### config.mk
export PLATFORM = sky130hd
export DESIGN_NAME = iagc_top
export DESIGN_NICKNAME = d
export VERILOG_FILES = /design/src/verilog/iagc_pkg.sv /design/src/verilog/iagc_meas_if.sv /design/src/verilog/iagc_fsm.sv /design/src/verilog/amplitude_detector.sv /design/src/verilog/phase_detector.sv /design/src/verilog/logger.sv /design/src/verilog/uart_tx.sv /design/src/verilog/led_unit.sv /design/src/verilog/iagc_top.sv
export VERILOG_INCLUDE_DIRS = /design/src /design/src/include
export SDC_FILE = /design/constraint.sdc
export NUM_CORES = 1
export LEC_CHECK = 0
export ABC_AREA = 1
export BUFFER_PORTS_ARGS = -buffer_cell sky130_fd_sc_hd__buf_2
export CAP_MARGIN = 20
export CORE_ASPECT_RATIO = 1.25
export CORE_MARGIN = 2
export CORE_UTILIZATION = 33
export CTS_BUF_LIST = sky130_fd_sc_hd__clkbuf_2 sky130_fd_sc_hd__clkbuf_4 sky130_fd_sc_hd__clkbuf_8
export CTS_CLUSTER_SIZE = 28
export DETAILED_ROUTE_END_ITERATION = 8
export PLACE_DENSITY = 0.6
export SYNTH_ARGS = -nofsm -noshare
export SYNTH_HDL_FRONTEND = slang
export SYNTH_SLANG_ARGS = --single-unit
export TNS_END_PERCENT = 10
### constraint.sdc
create_clock -name i_clock -period 3.8 [get_ports i_clock]
set_clock_uncertainty 0.1 [all_clocks]
set_input_delay 0.57 -clock i_clock [delete_from_list [all_inputs] [get_ports i_clock]]
set_output_delay 0.57 -clock i_clock [all_outputs]
set_load 0.05 [all_outputs]
### src/include/iagc_macros.svh
`ifndef IAGC_MACROS_SVH
`define IAGC_MACROS_SVH

// accepted samples per measurement window
`define IAGC_WINDOW 256

// signed adc sample width
`define IAGC_SAMPLE_W 14

// peak-to-peak result width
`define IAGC_AMP_W 16

// sync byte that opens every frame
`define IAGC_FRAME_HDR 8'hA5

// 100 MHz / 921600 baud, rounded
`define IAGC_CLKS_PER_BIT_DEF 109

`endif

### src/verilog/iagc_pkg.sv
package iagc_pkg;

  // global measurement status
  typedef enum logic [1:0] {
    ST_IDLE    = 2'd0,
    ST_MEASURE = 2'd1,
    ST_LOG     = 2'd2
  } iagc_status_e;

  // one-hot rgb patterns, bit order {r, g, b}
  typedef enum logic [2:0] {
    LED_OFF   = 3'b000,
    LED_RED   = 3'b100,
    LED_GREEN = 3'b010,
    LED_BLUE  = 3'b001
  } led_colour_e;

endpackage

### src/verilog/iagc_meas_if.sv
`timescale 1ns/10ps
`include "iagc_macros.svh"

interface iagc_meas_if;

  // peak-to-peak per channel, held until next clear
  logic [`IAGC_AMP_W-1:0] ref_amp;
  logic [`IAGC_AMP_W-1:0] err_amp;
  // sign vote verdict
  logic                   in_phase;
  // end of window, one cycle
  logic                   valid;
  // window start, one cycle
  logic                   clear;

  modport src_amp (output ref_amp, output err_amp, output valid, input clear);
  modport src_phase (output in_phase, input clear);
  modport sink (input ref_amp, input err_amp, input in_phase, input valid, output clear);

endinterface

### src/verilog/iagc_fsm.sv
`timescale 1ns/10ps

module iagc_fsm (
  input  logic                   i_clock,
  input  logic                   i_rst_n,
  input  logic                   i_sample,
  input  logic                   i_gate,
  input  logic                   i_adc_valid,
  iagc_meas_if.sink              meas,
  input  logic                   i_frame_done,
  output logic                   o_strobe,
  output iagc_pkg::iagc_status_e o_status
);

  iagc_pkg::iagc_status_e status_q;

  // idle -> measure on request, measure -> log at end of window,
  // log -> idle once the frame is out
  always_ff @(posedge i_clock) begin
    if (!i_rst_n) begin
      status_q <= iagc_pkg::ST_IDLE;
    end else begin
      case (status_q)
        iagc_pkg::ST_IDLE: begin
          if (i_sample) begin
            status_q <= iagc_pkg::ST_MEASURE;
          end
        end
        iagc_pkg::ST_MEASURE: begin
          if (meas.valid) begin
            status_q <= iagc_pkg::ST_LOG;
          end
        end
        iagc_pkg::ST_LOG: begin
          if (i_frame_done) begin
            status_q <= iagc_pkg::ST_IDLE;
          end
        end
        default: status_q <= iagc_pkg::ST_IDLE;
      endcase
    end
  end

  // window start pulse, same cycle as the idle->measure decision
  assign meas.clear = (status_q == iagc_pkg::ST_IDLE) && i_sample;

  // qualified sample, only while measuring
  assign o_strobe = i_adc_valid && i_gate && (status_q == iagc_pkg::ST_MEASURE);
  assign o_status = status_q;

endmodule

### src/verilog/amplitude_detector.sv
`timescale 1ns/10ps
`include "iagc_macros.svh"

module amplitude_detector (
  input  logic                             i_clock,
  input  logic                             i_rst_n,
  input  logic                             i_strobe,
  input  logic signed [`IAGC_SAMPLE_W-1:0] i_adc_ref,
  input  logic signed [`IAGC_SAMPLE_W-1:0] i_adc_err,
  iagc_meas_if.src_amp                     meas
);

  localparam int W     = `IAGC_SAMPLE_W;
  localparam int AMP_W = `IAGC_AMP_W;
  localparam int CNT_W = $clog2(`IAGC_WINDOW + 1);
  // start values so the first sample always wins
  localparam logic signed [W-1:0] S_MIN = {1'b1, {(W-1){1'b0}}};
  localparam logic signed [W-1:0] S_MAX = {1'b0, {(W-1){1'b1}}};

  // index 0 is the reference channel, 1 the error channel
  logic signed [W-1:0] smp   [2];
  logic signed [W-1:0] max_q [2];
  logic signed [W-1:0] min_q [2];
  logic signed [W-1:0] max_d [2];
  logic signed [W-1:0] min_d [2];
  logic        [W:0]   p2p   [2];
  logic [CNT_W-1:0]    cnt;
  logic                take;
  logic                last;

  assign smp[0] = i_adc_ref;
  assign smp[1] = i_adc_err;

  // counter saturates at the window length until the next clear
  assign take = i_strobe && (cnt != CNT_W'(`IAGC_WINDOW));
  assign last = (cnt == CNT_W'(`IAGC_WINDOW - 1));

  // extremes including the current sample
  always_comb begin
    for (int ch = 0; ch < 2; ch++) begin
      max_d[ch] = (smp[ch] > max_q[ch]) ? smp[ch] : max_q[ch];
      min_d[ch] = (smp[ch] < min_q[ch]) ? smp[ch] : min_q[ch];
      // never negative, fits one extra bit
      p2p[ch] = {max_d[ch][W-1], max_d[ch]} - {min_d[ch][W-1], min_d[ch]};
    end
  end

  always_ff @(posedge i_clock) begin
    if (!i_rst_n) begin
      cnt        <= '0;
      meas.valid <= 1'b0;
    end else begin
      meas.valid <= 1'b0;
      if (meas.clear) begin
        cnt <= '0;
      end else if (take) begin
        cnt <= cnt + 1'b1;
        meas.valid <= last;
      end
    end
  end

  // tracking and results
  always_ff @(posedge i_clock) begin
    for (int ch = 0; ch < 2; ch++) begin
      if (meas.clear) begin
        max_q[ch] <= S_MIN;
        min_q[ch] <= S_MAX;
      end else if (take) begin
        max_q[ch] <= max_d[ch];
        min_q[ch] <= min_d[ch];
      end
    end
    if (take && last) begin
      meas.ref_amp <= AMP_W'(p2p[0]);
      meas.err_amp <= AMP_W'(p2p[1]);
    end
  end

endmodule

### src/verilog/phase_detector.sv
`timescale 1ns/10ps
`include "iagc_macros.svh"

module phase_detector (
  input  logic                             i_clock,
  input  logic                             i_rst_n,
  input  logic                             i_strobe,
  input  logic signed [`IAGC_SAMPLE_W-1:0] i_adc_ref,
  input  logic signed [`IAGC_SAMPLE_W-1:0] i_adc_err,
  iagc_meas_if.src_phase                   meas
);

  localparam int W     = `IAGC_SAMPLE_W;
  localparam int CNT_W = $clog2(`IAGC_WINDOW + 1);

  logic [CNT_W-1:0] cnt;
  logic [CNT_W-1:0] agree;
  logic [CNT_W-1:0] agree_nxt;
  logic             same_sign;
  logic             take;
  logic             last;

  // one vote per sample, sign bits equal means in phase
  assign same_sign = (i_adc_ref[W-1] == i_adc_err[W-1]);
  assign take      = i_strobe && (cnt != CNT_W'(`IAGC_WINDOW));
  assign last      = (cnt == CNT_W'(`IAGC_WINDOW - 1));
  assign agree_nxt = agree + CNT_W'(same_sign);

  always_ff @(posedge i_clock) begin
    if (!i_rst_n || meas.clear) begin
      cnt   <= '0;
      agree <= '0;
    end else if (take) begin
      cnt   <= cnt + 1'b1;
      agree <= agree_nxt;
    end
  end

  // strict majority, a tie counts as out of phase
  always_ff @(posedge i_clock) begin
    if (take && last) begin
      meas.in_phase <= (agree_nxt > CNT_W'(`IAGC_WINDOW / 2));
    end
  end

endmodule

### src/verilog/logger.sv
`timescale 1ns/10ps
`include "iagc_macros.svh"

module logger (
  input  logic       i_clock,
  input  logic       i_rst_n,
  iagc_meas_if.sink  meas,
  input  logic       i_tx_ready,
  output logic       o_tx_valid,
  output logic [7:0] o_tx_data,
  output logic       o_frame_done
);

  localparam int AMP_W = `IAGC_AMP_W;

  typedef enum logic [1:0] {
    LG_IDLE,
    LG_SEND,
    LG_DRAIN
  } lg_state_e;

  // frame byte order
  typedef enum logic [2:0] {
    B_HDR,
    B_REF_HI,
    B_REF_LO,
    B_ERR_HI,
    B_ERR_LO,
    B_PHASE
  } frame_byte_e;

  lg_state_e   state;
  frame_byte_e byte_sel;

  always_ff @(posedge i_clock) begin
    if (!i_rst_n) begin
      state        <= LG_IDLE;
      byte_sel     <= B_HDR;
      o_frame_done <= 1'b0;
    end else begin
      o_frame_done <= 1'b0;
      case (state)
        LG_IDLE: begin
          if (meas.valid) begin
            state    <= LG_SEND;
            byte_sel <= B_HDR;
          end
        end
        LG_SEND: begin
          if (i_tx_ready) begin
            if (byte_sel == B_PHASE) begin
              state <= LG_DRAIN;
            end else begin
              byte_sel <= frame_byte_e'(byte_sel + 3'd1);
            end
          end
        end
        // wait for the last stop bit before reporting done
        LG_DRAIN: begin
          if (i_tx_ready) begin
            state        <= LG_IDLE;
            o_frame_done <= 1'b1;
          end
        end
        default: state <= LG_IDLE;
      endcase
    end
  end

  assign o_tx_valid = (state == LG_SEND);

  // fields hold until next clear, so the byte stays put under back-pressure
  always_comb begin
    case (byte_sel)
      B_HDR:    o_tx_data = `IAGC_FRAME_HDR;
      B_REF_HI: o_tx_data = meas.ref_amp[AMP_W-1 -: 8];
      B_REF_LO: o_tx_data = meas.ref_amp[7:0];
      B_ERR_HI: o_tx_data = meas.err_amp[AMP_W-1 -: 8];
      B_ERR_LO: o_tx_data = meas.err_amp[7:0];
      B_PHASE:  o_tx_data = {7'd0, meas.in_phase};
      default:  o_tx_data = `IAGC_FRAME_HDR;
    endcase
  end

endmodule

### src/verilog/uart_tx.sv
`timescale 1ns/10ps
`include "iagc_macros.svh"

module uart_tx #(
  parameter int CLKS_PER_BIT = `IAGC_CLKS_PER_BIT_DEF
) (
  input  logic       i_clock,
  input  logic       i_rst_n,
  input  logic       i_tx_valid,
  input  logic [7:0] i_tx_data,
  output logic       o_tx_ready,
  output logic       o_tx
);

  localparam int TMR_W = $clog2(CLKS_PER_BIT + 1);

  // stop, data lsb first, start; idle shifts in ones
  logic [9:0]       shreg;
  logic [TMR_W-1:0] timer;
  logic [3:0]       bit_cnt;
  logic             busy;

  always_ff @(posedge i_clock) begin
    if (!i_rst_n) begin
      busy    <= 1'b0;
      shreg   <= '1;
      timer   <= '0;
      bit_cnt <= '0;
    end else if (!busy) begin
      // load on the transfer edge, start bit goes out next cycle
      if (i_tx_valid) begin
        busy    <= 1'b1;
        shreg   <= {1'b1, i_tx_data, 1'b0};
        timer   <= '0;
        bit_cnt <= '0;
      end
    end else if (timer == TMR_W'(CLKS_PER_BIT - 1)) begin
      // end of bit period
      timer   <= '0;
      shreg   <= {1'b1, shreg[9:1]};
      bit_cnt <= bit_cnt + 4'd1;
      if (bit_cnt == 4'd9) begin
        busy <= 1'b0;
      end
    end else begin
      timer <= timer + 1'b1;
    end
  end

  assign o_tx_ready = !busy;
  assign o_tx       = shreg[0];

endmodule

### src/verilog/led_unit.sv
`timescale 1ns/10ps

module led_unit (
  input  logic                   i_clock,
  input  logic                   i_rst_n,
  input  iagc_pkg::iagc_status_e i_status,
  input  logic                   i_in_phase,
  input  logic                   i_meas_valid,
  output logic                   o_led0_r,
  output logic                   o_led0_g,
  output logic                   o_led0_b,
  output logic                   o_led1_r,
  output logic                   o_led1_g,
  output logic                   o_led1_b
);

  iagc_pkg::led_colour_e led0_q;
  iagc_pkg::led_colour_e led1_q;

  always_ff @(posedge i_clock) begin
    if (!i_rst_n) begin
      led0_q <= iagc_pkg::LED_BLUE;
      led1_q <= iagc_pkg::LED_RED;
    end else begin
      // led0 follows status
      case (i_status)
        iagc_pkg::ST_IDLE:    led0_q <= iagc_pkg::LED_BLUE;
        iagc_pkg::ST_MEASURE: led0_q <= iagc_pkg::LED_GREEN;
        iagc_pkg::ST_LOG:     led0_q <= iagc_pkg::LED_RED;
        default:              led0_q <= iagc_pkg::LED_OFF;
      endcase
      // led1 keeps last verdict
      if (i_meas_valid) begin
        led1_q <= i_in_phase ? iagc_pkg::LED_GREEN : iagc_pkg::LED_RED;
      end
    end
  end

  assign {o_led0_r, o_led0_g, o_led0_b} = led0_q;
  assign {o_led1_r, o_led1_g, o_led1_b} = led1_q;

endmodule

### src/verilog/iagc_top.sv
`timescale 1ns/10ps
`include "iagc_macros.svh"

module iagc_top #(
  parameter int CLKS_PER_BIT = `IAGC_CLKS_PER_BIT_DEF
) (
  input  logic                             i_clock,
  input  logic                             i_rst_n,
  input  logic                             i_sample,
  input  logic                             i_gate,
  input  logic                             i_adc_valid,
  input  logic signed [`IAGC_SAMPLE_W-1:0] i_adc_ref,
  input  logic signed [`IAGC_SAMPLE_W-1:0] i_adc_err,
  output logic                             o_tx,
  output logic                             o_led0_r,
  output logic                             o_led0_g,
  output logic                             o_led0_b,
  output logic                             o_led1_r,
  output logic                             o_led1_g,
  output logic                             o_led1_b
);

  iagc_pkg::iagc_status_e status;
  // qualified sample for both detectors
  logic                   strobe;
  logic                   frame_done;
  // logger to uart byte handshake
  logic                   tx_valid;
  logic [7:0]             tx_data;
  logic                   tx_ready;

  iagc_meas_if meas_if ();

  iagc_fsm u_iagc_fsm (
    .i_clock      (i_clock),
    .i_rst_n      (i_rst_n),
    .i_sample     (i_sample),
    .i_gate       (i_gate),
    .i_adc_valid  (i_adc_valid),
    .meas         (meas_if.sink),
    .i_frame_done (frame_done),
    .o_strobe     (strobe),
    .o_status     (status)
  );

  amplitude_detector u_amplitude_detector (
    .i_clock   (i_clock),
    .i_rst_n   (i_rst_n),
    .i_strobe  (strobe),
    .i_adc_ref (i_adc_ref),
    .i_adc_err (i_adc_err),
    .meas      (meas_if.src_amp)
  );

  phase_detector u_phase_detector (
    .i_clock   (i_clock),
    .i_rst_n   (i_rst_n),
    .i_strobe  (strobe),
    .i_adc_ref (i_adc_ref),
    .i_adc_err (i_adc_err),
    .meas      (meas_if.src_phase)
  );

  logger u_logger (
    .i_clock      (i_clock),
    .i_rst_n      (i_rst_n),
    .meas         (meas_if.sink),
    .i_tx_ready   (tx_ready),
    .o_tx_valid   (tx_valid),
    .o_tx_data    (tx_data),
    .o_frame_done (frame_done)
  );

  uart_tx #(
    .CLKS_PER_BIT (CLKS_PER_BIT)
  ) u_uart_tx (
    .i_clock    (i_clock),
    .i_rst_n    (i_rst_n),
    .i_tx_valid (tx_valid),
    .i_tx_data  (tx_data),
    .o_tx_ready (tx_ready),
    .o_tx       (o_tx)
  );

  led_unit u_led_unit (
    .i_clock      (i_clock),
    .i_rst_n      (i_rst_n),
    .i_status     (status),
    .i_in_phase   (meas_if.in_phase),
    .i_meas_valid (meas_if.valid),
    .o_led0_r     (o_led0_r),
    .o_led0_g     (o_led0_g),
    .o_led0_b     (o_led0_b),
    .o_led1_r     (o_led1_r),
    .o_led1_g     (o_led1_g),
    .o_led1_b     (o_led1_b)
  );

endmodule

# Word level (Yosys, flattened, before mapping)
# Memories as Yosys holds them, arrays and structs flattened.
# Index checks and enable logic that the tools add are counted.
# totals
register_bits	95
mem_bits_rw	56
output_inout_bits	7
mem_count	2
# mem_list
name	words	word_bits	rd	rd_clocked_by_memory_dff	write_ports	line_no	rtl
u_amplitude_detector.max_q	2	14	2	0	2	amplitude_detector.sv:22	logic signed [W-1:0] max_q [2];
u_amplitude_detector.min_q	2	14	2	0	2	amplitude_detector.sv:23	logic signed [W-1:0] min_q [2];
# op_classes
addsub	8
order_cmp	5
n_eq_ne	25
mux	43
n_bitwise	6
n_reduce_logical	20
# ops
cell	n
2-to-1 mux 14 bit	8
one-hot mux 8 bit (5 select lines)	1
2-to-1 mux 10 bit	3
subtractor 14 x 14 -> 15 bit	2
greater-than comparator 14 bit	2
less-than comparator 14 bit	2
2-to-1 mux 7 bit	3
adder 9 x 1 -> 9 bit (second input constant)	2
== test 9 x 8 -> 1 bit (second input constant)	2
!= test 9 bit (second input constant)	2
2-to-1 mux 2 bit	7
2-to-1 mux 3 bit	4
2-to-1 mux 4 bit	3
!= test 2 bit (second input constant)	6
one-hot mux 2 bit (3 select lines)	2
2-to-1 mux 1 bit	10
adder 9 x 1 -> 9 bit	1
greater-than comparator 9 x 8 -> 1 bit (second input constant)	1
one-hot mux 3 bit (3 select lines)	1
AND reduction 4 bit	2
adder 7 x 1 -> 7 bit (second input constant)	1
== test 7 bit (second input constant)	1
logical AND 1 bit	7
== test 3 x 2 -> 1 bit (second input constant)	2
20 further kinds	32

# Longest topological paths before layout
# Gate-level depths: netlist (run 1).
# depth
ltp_word	7
depth_mapped	30
ltp_nobuf	28

# Worst setup path after synthesis (run 1)
# OpenSTA, ideal clock, no wires.
# synth_timing
path_type	input to register
start	input i_adc_ref[13]
end	register u_amplitude_detector.meas.ref_amp[12] (data pin)
setup_ns	0.252
arrival_ns	3.514
t_required_ns	3.448
slack_ns	-0.066
path_stages	26
path_buffers	2
path_cell_list	ha_1 > nand2_1 > inv_1 > nand2_1 > nand2_1 > a21oi_1 > nand2_2 > nand2_1 > nand3_2 > buf_4 > inv_2 > buf_2 > o21ai_0 > ha_1 > fa_1 > inv_1 > a21o_1 > a21oi_1 > o21bai_1 > nand2_1 > nand2_2 > nand2_2 > nand2_2 > nand3b_1 > nand3_1 > nand2_1
# synth_lines
element	line_no	rtl
start, declared	iagc_top.sv:12	input logic signed [`IAGC_SAMPLE_W-1:0] i_adc_ref,
end signal, assigned	amplitude_detector.sv:75	meas.ref_amp <= AMP_W'(p2p[0]);
end, declared	iagc_meas_if.sv:16	modport src_amp (output ref_amp, output err_amp, output valid, input clear);

==> results of run 1 <==
==> metal layers <==
| metal | GRT usage [%] | vias to the layer above |
|---|---|---|
| met5 | 0 | - |
| met4 | 5.62 | 0 |
| met3 | 2.00 | 27 |
| met2 | 28.5 | 95 |
| met1 | 19.0 | 4050 |
| li1 | - | 4611 |
==> sequential cells by signal, indices dropped and copies added (netlist names), 2 cells and up <==
name	flops
u_amplitude_detector.cnt	9
u_amplitude_detector.max_q	28
u_amplitude_detector.meas.err_amp	15
u_amplitude_detector.meas.ref_amp	15
u_amplitude_detector.min_q	28
u_iagc_fsm.o_status	2
u_led_unit.led0_q	3
u_led_unit.led1_q	2
u_logger.byte_sel	3
u_logger.state	2
u_phase_detector.agree	9
u_phase_detector.cnt	9
u_uart_tx.bit_cnt	4
u_uart_tx.shreg	9
u_uart_tx.timer	7
==> power breakdown <==
group	internal (mW)	switching, mW
Clock	0.495	0.660
Sequential	1.79	0.0145
Combinational	0.540	0.840
==> cell usage after synthesis, types with 4 or more instances <==
| library cell | n | area (um^2) |
|---|---|---|
| nand3_2 | 7 | 70.1 |
| inv_1 | 233 | 875 |
| o211ai_1 | 5 | 37.5 |
| ha_1 | 95 | 1190 |
| nor3_1 | 16 | 80.1 |
| o21bai_1 | 6 | 45.0 |
| xnor2_1 | 8 | 70.1 |
| nand3_1 | 86 | 430 |
| nor2_1 | 72 | 270 |
| nor4_1 | 6 | 37.5 |
| nand3b_1 | 4 | 30.0 |
| a211oi_1 | 20 | 150 |
| or2_2 | 5 | 31.3 |
| a221oi_1 | 5 | 43.8 |
| nand2_2 | 18 | 113 |
| a32o_1 | 4 | 40.0 |
| o22ai_1 | 4 | 25.0 |
| edfxtp_1 | 87 | 2610 |
| o21ai_0 | 58 | 290 |
| nand4_1 | 21 | 131 |
| nor2_2 | 6 | 37.5 |
| dfxtp_1 | 62 | 1240 |
| xor2_1 | 16 | 140 |
| nand2_1 | 345 | 1290 |
| a21oi_1 | 86 | 430 |
| clkbuf_1 | 22 | 82.6 |
| inv_2 | 4 | 15.0 |
==> through the flow <==
step           setup WS [ns]  hold slack (ns)  setup TNS (ns)  cells
2_1_floorplan         0.0175            0.295               0   1337
3_3_place_gp         -0.0761            0.308          -0.315   1823
3_5_place_dp          -0.161            0.324          -0.893   1823
4_1_cts               0.0903            0.317               0   1854
5_1_grt              -0.0724            0.330          -0.107   1856
6_report               0.250            0.323               0   1857
==> logic make-up after synthesis <==
logic type / share of synthesized area [%]
AOI/OAI and AO/OA: 11.6
xor gates and xnor gates: 2.07
adders and majority gates: 12.1
buffers and inverters: 10.0
DFF: 38.0
other: 0.0370
and+or+nand+nor: 26.1
==> path summary, 6_finish.rpt <==
path	endpoint	cells past startpoint
hold / removal	u_iagc_fsm.o_status[1]	1
setup / recovery	u_amplitude_detector.meas.ref_amp[12]	26
setup reg to reg	u_amplitude_detector.meas.ref_amp[12]	26
hold reg to reg	u_iagc_fsm.o_status[1]	1
==> cells in the final DEF, fill, tap and decap left out, types with 5 or more instances in the layout <==
cell type	count
ha_1	92
a221oi_1	5
nor2_2	9
a21oi_2	9
clkbuf_8	19
nand3_2	7
inv_1	230
buf_2	38
buf_4	77
inv_2	6
nand3_1	86
a21oi_1	78
a211oi_1	19
edfxtp_1	87
xnor2_1	8
nand4_1	21
o21ai_0	50
o211ai_1	5
nand2_2	24
nand2_1	338
o21ai_1	6
xor2_1	16
nor2_1	68
o21bai_1	6
dfxtp_1	62
nor3_1	16
nor4_1	6
or2_2	5
==> cell type report <==
type | count | area (um^2)
well taps | 401 | 502
inverters | 238 | 896
multi-input cells | 922 | 5380
fillers | 3182 | 18400
repair buffers | 115 | 768
diodes | 1 | 2.50
clock buffers | 19 | 262
clock inverters | 12 | 93.8
flip-flops and latches | 149 | 3850
==> what timing repair did <==
action                                  4_1_cts  5_1_grt
setup buffers                                 0        2
hold buffers                                  0        0
gates resized for setup                       0       36
endpoints found under the setup margin        0       14
==> results.yml, run 1 <==
clock_network:
  path_clk_slew_ns: 0.09
  numCtsBuffers: 17
  clkSinkCount: 149
  clock_path_buffers: 2
  root_buffer: "clkbuf_8"
  clk_latency_ns: 0.47
  h-tree-depth: 4
  cts_tree: "built"
logic_synthesis:
  syn_area_per_cell_um2: 7.58
  synth-edff-count: 87
  ys_types: 50
  yosysSeqAreaShare_pct: 38.0
  ys_ff_latch: 149
  syn_inst: 1337
  async_reset_ff_share_pct: 0
  ys.flop_type: "edfxtp_1"
  syn_area_mm2: 0.0101
  syn-num-nets: 1467
  synth-warning-count: 0
timing:
  fin_crit_ns: 3.55
  finalHoldViolCount: 0
  relSlewSlack_pct: 61.5
  grt_setup_unrepaired: "true"
  fin_crit_sh_pct: 93.4
  maxSlewViolCount: 0
  max_freq_mhz: 282
  worst_pin_slew_ns: 0.571
  setup_violations: 0
place:
  place_area_mm2: 0.0113
  place_congestion: 0.853
  dpl.hpwl_um: 18500
  port_buffers: 38
worst_setup_path:
  crit_family: "simple AND/OR/NAND/NOR gates"
  rrSetupSlack_ns: 0.25
  critPathRequiredTime_ns: 3.92
  r2r-start: "u_amplitude_detector.max_q[0][13]"
  startpoint_type: "flip-flop"
  path_buf_inv: 3
  max_stage_delay_ns: 0.40
  critical_path_class: "flip-flop to flip-flop"
  crit_slowest_cell: "edfxtp_1"
  crit_start: "u_amplitude_detector.max_q[0][13]"
  crit_path_frequent_cell: "nand2_1"
  critical_path_arrival_ns: 3.67
  cp_max_fo: 6
  worstSetupEndpointType: "flip-flop"
route:
  via_per_inst: 4.73
  wire_per_inst_um: 13.0
  drtPass1Iterations: 5
  vias: 8783
  met1_length_um: 11000
  routed_wirelength_um: 24200
  ant_nets: 0
  wl_met2_um: 12200
  drt_iter0_drc: 329
  drc: 0
  dr_wl_met3_um: 559
  routed.top_layer: "met4"
die:
  rows: 71
  die_y_um: 200
  core_area_mm2: 0.0302
  io-pin-count: 40
  die_width_um: 161
  initial_utilization_pct: 33.6
  die-area_mm2: 0.0321
min_path:
  worstHoldStart: "u_logger.o_frame_done"
  hp-class: "flip-flop to flip-flop"
finish:
  final_util_pct: 38.9
  final_cell_area_mm2: 0.0118
  drive_above_1_share_pct: 15.3
  nets: 1573
  area_growth_pct: 16.0
power:
  power.total_mw: 4.34
  p_leak_nw: 5.58
  p_per_area_mw_per_mm2: 370
  vdd_drop_max_v: 0.000195
global_route:
  grt_pass1_wl_um: 40700
  grt.overflow.total: 0
  grt_start_max_net_pins: 32
  grt_usage_pct: 15.6
  antenna_found_initial: 0
  grt_pass1_vias: 8565
run_status:
  status: "completed"
flow_run:
  cap_violations: 0
No activity file was read; power rests on OpenSTA's default activity.
==> run 2: changes to the inputs <==
--- a/config.mk
+++ b/config.mk
@@ -9,13 +9,15 @@
 export ABC_AREA = 1
 export BUFFER_PORTS_ARGS = -buffer_cell sky130_fd_sc_hd__buf_2
 export CAP_MARGIN = 20
+export CELL_PAD_IN_SITES_DETAIL_PLACEMENT = 0
+export CELL_PAD_IN_SITES_GLOBAL_PLACEMENT = 1
 export CORE_ASPECT_RATIO = 1.25
 export CORE_MARGIN = 2
 export CORE_UTILIZATION = 33
 export CTS_BUF_LIST = sky130_fd_sc_hd__clkbuf_2 sky130_fd_sc_hd__clkbuf_4 sky130_fd_sc_hd__clkbuf_8
 export CTS_CLUSTER_SIZE = 28
 export DETAILED_ROUTE_END_ITERATION = 8
-export PLACE_DENSITY = 0.6
+export PLACE_DENSITY = 0.73
 export SYNTH_ARGS = -nofsm -noshare
 export SYNTH_HDL_FRONTEND = slang
 export SYNTH_SLANG_ARGS = --single-unit
==> run 2 against run 1 <==
Total power rose by 4.1%. Critical path depth decreased by 1. Clock power grew 10%. Wire length rose by 3.6%.
==> results.yml, run 2 (synthesis gave the netlist of run 1 again) <==
run_status:
  status: "completed"
global_route:
  grt_pass1_vias: 8624
  grt_pass1_wl_um: 42000
  grt.overflow.total: 0
  grt_start_max_net_pins: 32
  antenna_found_initial: 0
  grt_usage_pct: 16.2
worst_setup_path:
  path_buf_inv: 4
  rrSetupSlack_ns: 0.25
  crit_path_frequent_cell: "nand2_1"
  r2r-end: "u_amplitude_detector.meas.ref_amp[12]"
  worstSetupEndpointType: "flip-flop"
  reg2regPathDepth: 25
  crit_slowest_cell: "edfxtp_1"
  startpoint_type: "flip-flop"
  cp_max_fo: 8
  critPathRequiredTime_ns: 3.92
  max_stage_delay_ns: 0.40
  cp_num_cells: 25
  critical_path_arrival_ns: 3.67
  r2r-start: "u_amplitude_detector.min_q[0][13]"
  crit_family: "simple AND/OR/NAND/NOR gates"
  critical_path_class: "flip-flop to flip-flop"
route:
  via_per_inst: 4.66
  routed.top_layer: "met4"
  drc: 0
  ant_nets: 0
  dr_wl_met3_um: 682
  routed_wirelength_um: 25000
  drt_iter0_drc: 391
  vias: 8755
  wire_per_inst_um: 13.3
  wl_met2_um: 12100
  drtPass1Iterations: 5
  met1_length_um: 11800
min_path:
  worstHoldStart: "u_logger.o_frame_done"
  hold_end: "u_iagc_fsm.o_status[1]"
  min_path_cells: 1
  hp-class: "flip-flop to flip-flop"
finish:
  mostFrequentLayoutCells: "nand2_1, inv_1, buf_4"
  top_regs: "u_amplitude_detector.max_q: 28 flops, u_amplitude_detector.min_q: 28 flops"
  n_antenna_cell: 0
  nets: 1593
  area_growth_pct: 17.9
  final_common_cell: "nand2_1"
  drive_above_1_share_pct: 16.8
  final_cells: 1877
clock_network:
  clk_latency_ns: 0.47
  clock_path_buffers: 2
  h-tree-depth: 4
  postCtsHoldBufs: 0
  cts_tree: "built"
  clkSinkCount: 149
  path_clk_slew_ns: 0.09
  numCtsBuffers: 17
  root_buffer: "clkbuf_8"
power:
  p_per_area_mw_per_mm2: 379
  pwr-share-seq_pct: 40.0
  clock_power_share_pct: 28.4
  p_sw_mw: 1.55
  share_comb_of_total_power_pct: 31.7
  p_leak_nw: 5.71
  vdd_drop_max_v: 0.000209
  swShare_pct: 34.3
  internal-power_mw: 2.97
timing:
  worst_pin_slew_ns: 0.923
  fin_crit_sh_pct: 93.4
  fin_crit_ns: 3.55
  worst_hold_slack_ns: 0.318
  relSlewSlack_pct: 38.3
  grt_setup_unrepaired: "true"
  setup_violations: 0
  max_freq_mhz: 282
  finalHoldViolCount: 0
  maxSlewViolCount: 0
die:
  initial_utilization_pct: 33.6
  die-area_mm2: 0.0321
  rows: 71
  core_area_mm2: 0.0302
  io-pin-count: 40
  die_width_um: 161
  die_y_um: 200
place:
  port_buffers: 38
  dpl.hpwl_um: 19200
  place_congestion: 0.858
  dp.cells: 1838
flow_run:
  cap_violations: 0
run 2: what timing repair did:
| action | in CTS | in global routing |
|---|---|---|
| endpoints found under the setup margin | 0 | 15 |
| setup buffers | 0 | 7 |
| gates resized for setup | 0 | 42 |
run 2: power groups by stage:
| stage | Combinational (mW) | Sequential (mW) | Clock, mW |
|---|---|---|---|
| floorplan | 0.892 | 1.85 | 0 |
| global placement | 1.38 | 1.84 | 0 |
| detailed placement | 1.39 | 1.84 | 0 |
| CTS | 1.40 | 1.81 | 1.32 |
| global route | 1.62 | 1.81 | 1.38 |
| finish | 1.43 | 1.81 | 1.28 |
run 2: through the flow:
stage	setup slack, ns	TNS (ns)	area [um^2]	total power [mW]	util, %
final	0.251	0	12000	4.52	39.6
after global routing	-0.0228	-0.0581	12000	4.81	39.6
after floorplan	0.0175	0	10100	2.74	-
after detailed placement	-0.202	-1.54	11400	3.23	37.7
after CTS	0.0801	0	11800	4.52	39.0
after global placement	-0.184	-1.20	11400	3.23	37.7
run 2: worst max-delay path by stage:
stage	slack, ns	startpoint	end
2_1_floorplan	0.02	i_adc_ref[13]	u_amplitude_detector.meas.ref_amp[10]
3_3_place_gp	-0.18	i_adc_ref[13]	u_amplitude_detector.meas.ref_amp[12]
3_5_place_dp	-0.20	i_adc_ref[13]	u_amplitude_detector.meas.ref_amp[12]
4_1_cts	0.08	u_amplitude_detector.min_q[0][13]	u_amplitude_detector.meas.ref_amp[12]
5_1_grt	-0.02	u_amplitude_detector.max_q[0][9]	u_amplitude_detector.meas.ref_amp[12]
6_report	0.25	u_amplitude_detector.min_q[0][13]	u_amplitude_detector.meas.ref_amp[12]
run 2: layout make-up:
type | count | area (um^2)
Fill cell | 3189 | 18300
Multi-Input combinational cell | 922 | 5380
Sequential cell | 149 | 3850
Timing Repair Buffer | 135 | 922
Inverter | 238 | 898
Tap cell | 401 | 502
Clock buffer | 22 | 290
Clock inverter | 10 | 106
run 2: per-layer routing:
layer	up-vias	track usage [%]
met5	-	0
met4	0	4.70
met3	34	2.36
met2	116	29.1
met1	3968	20.4
li1	4637	-
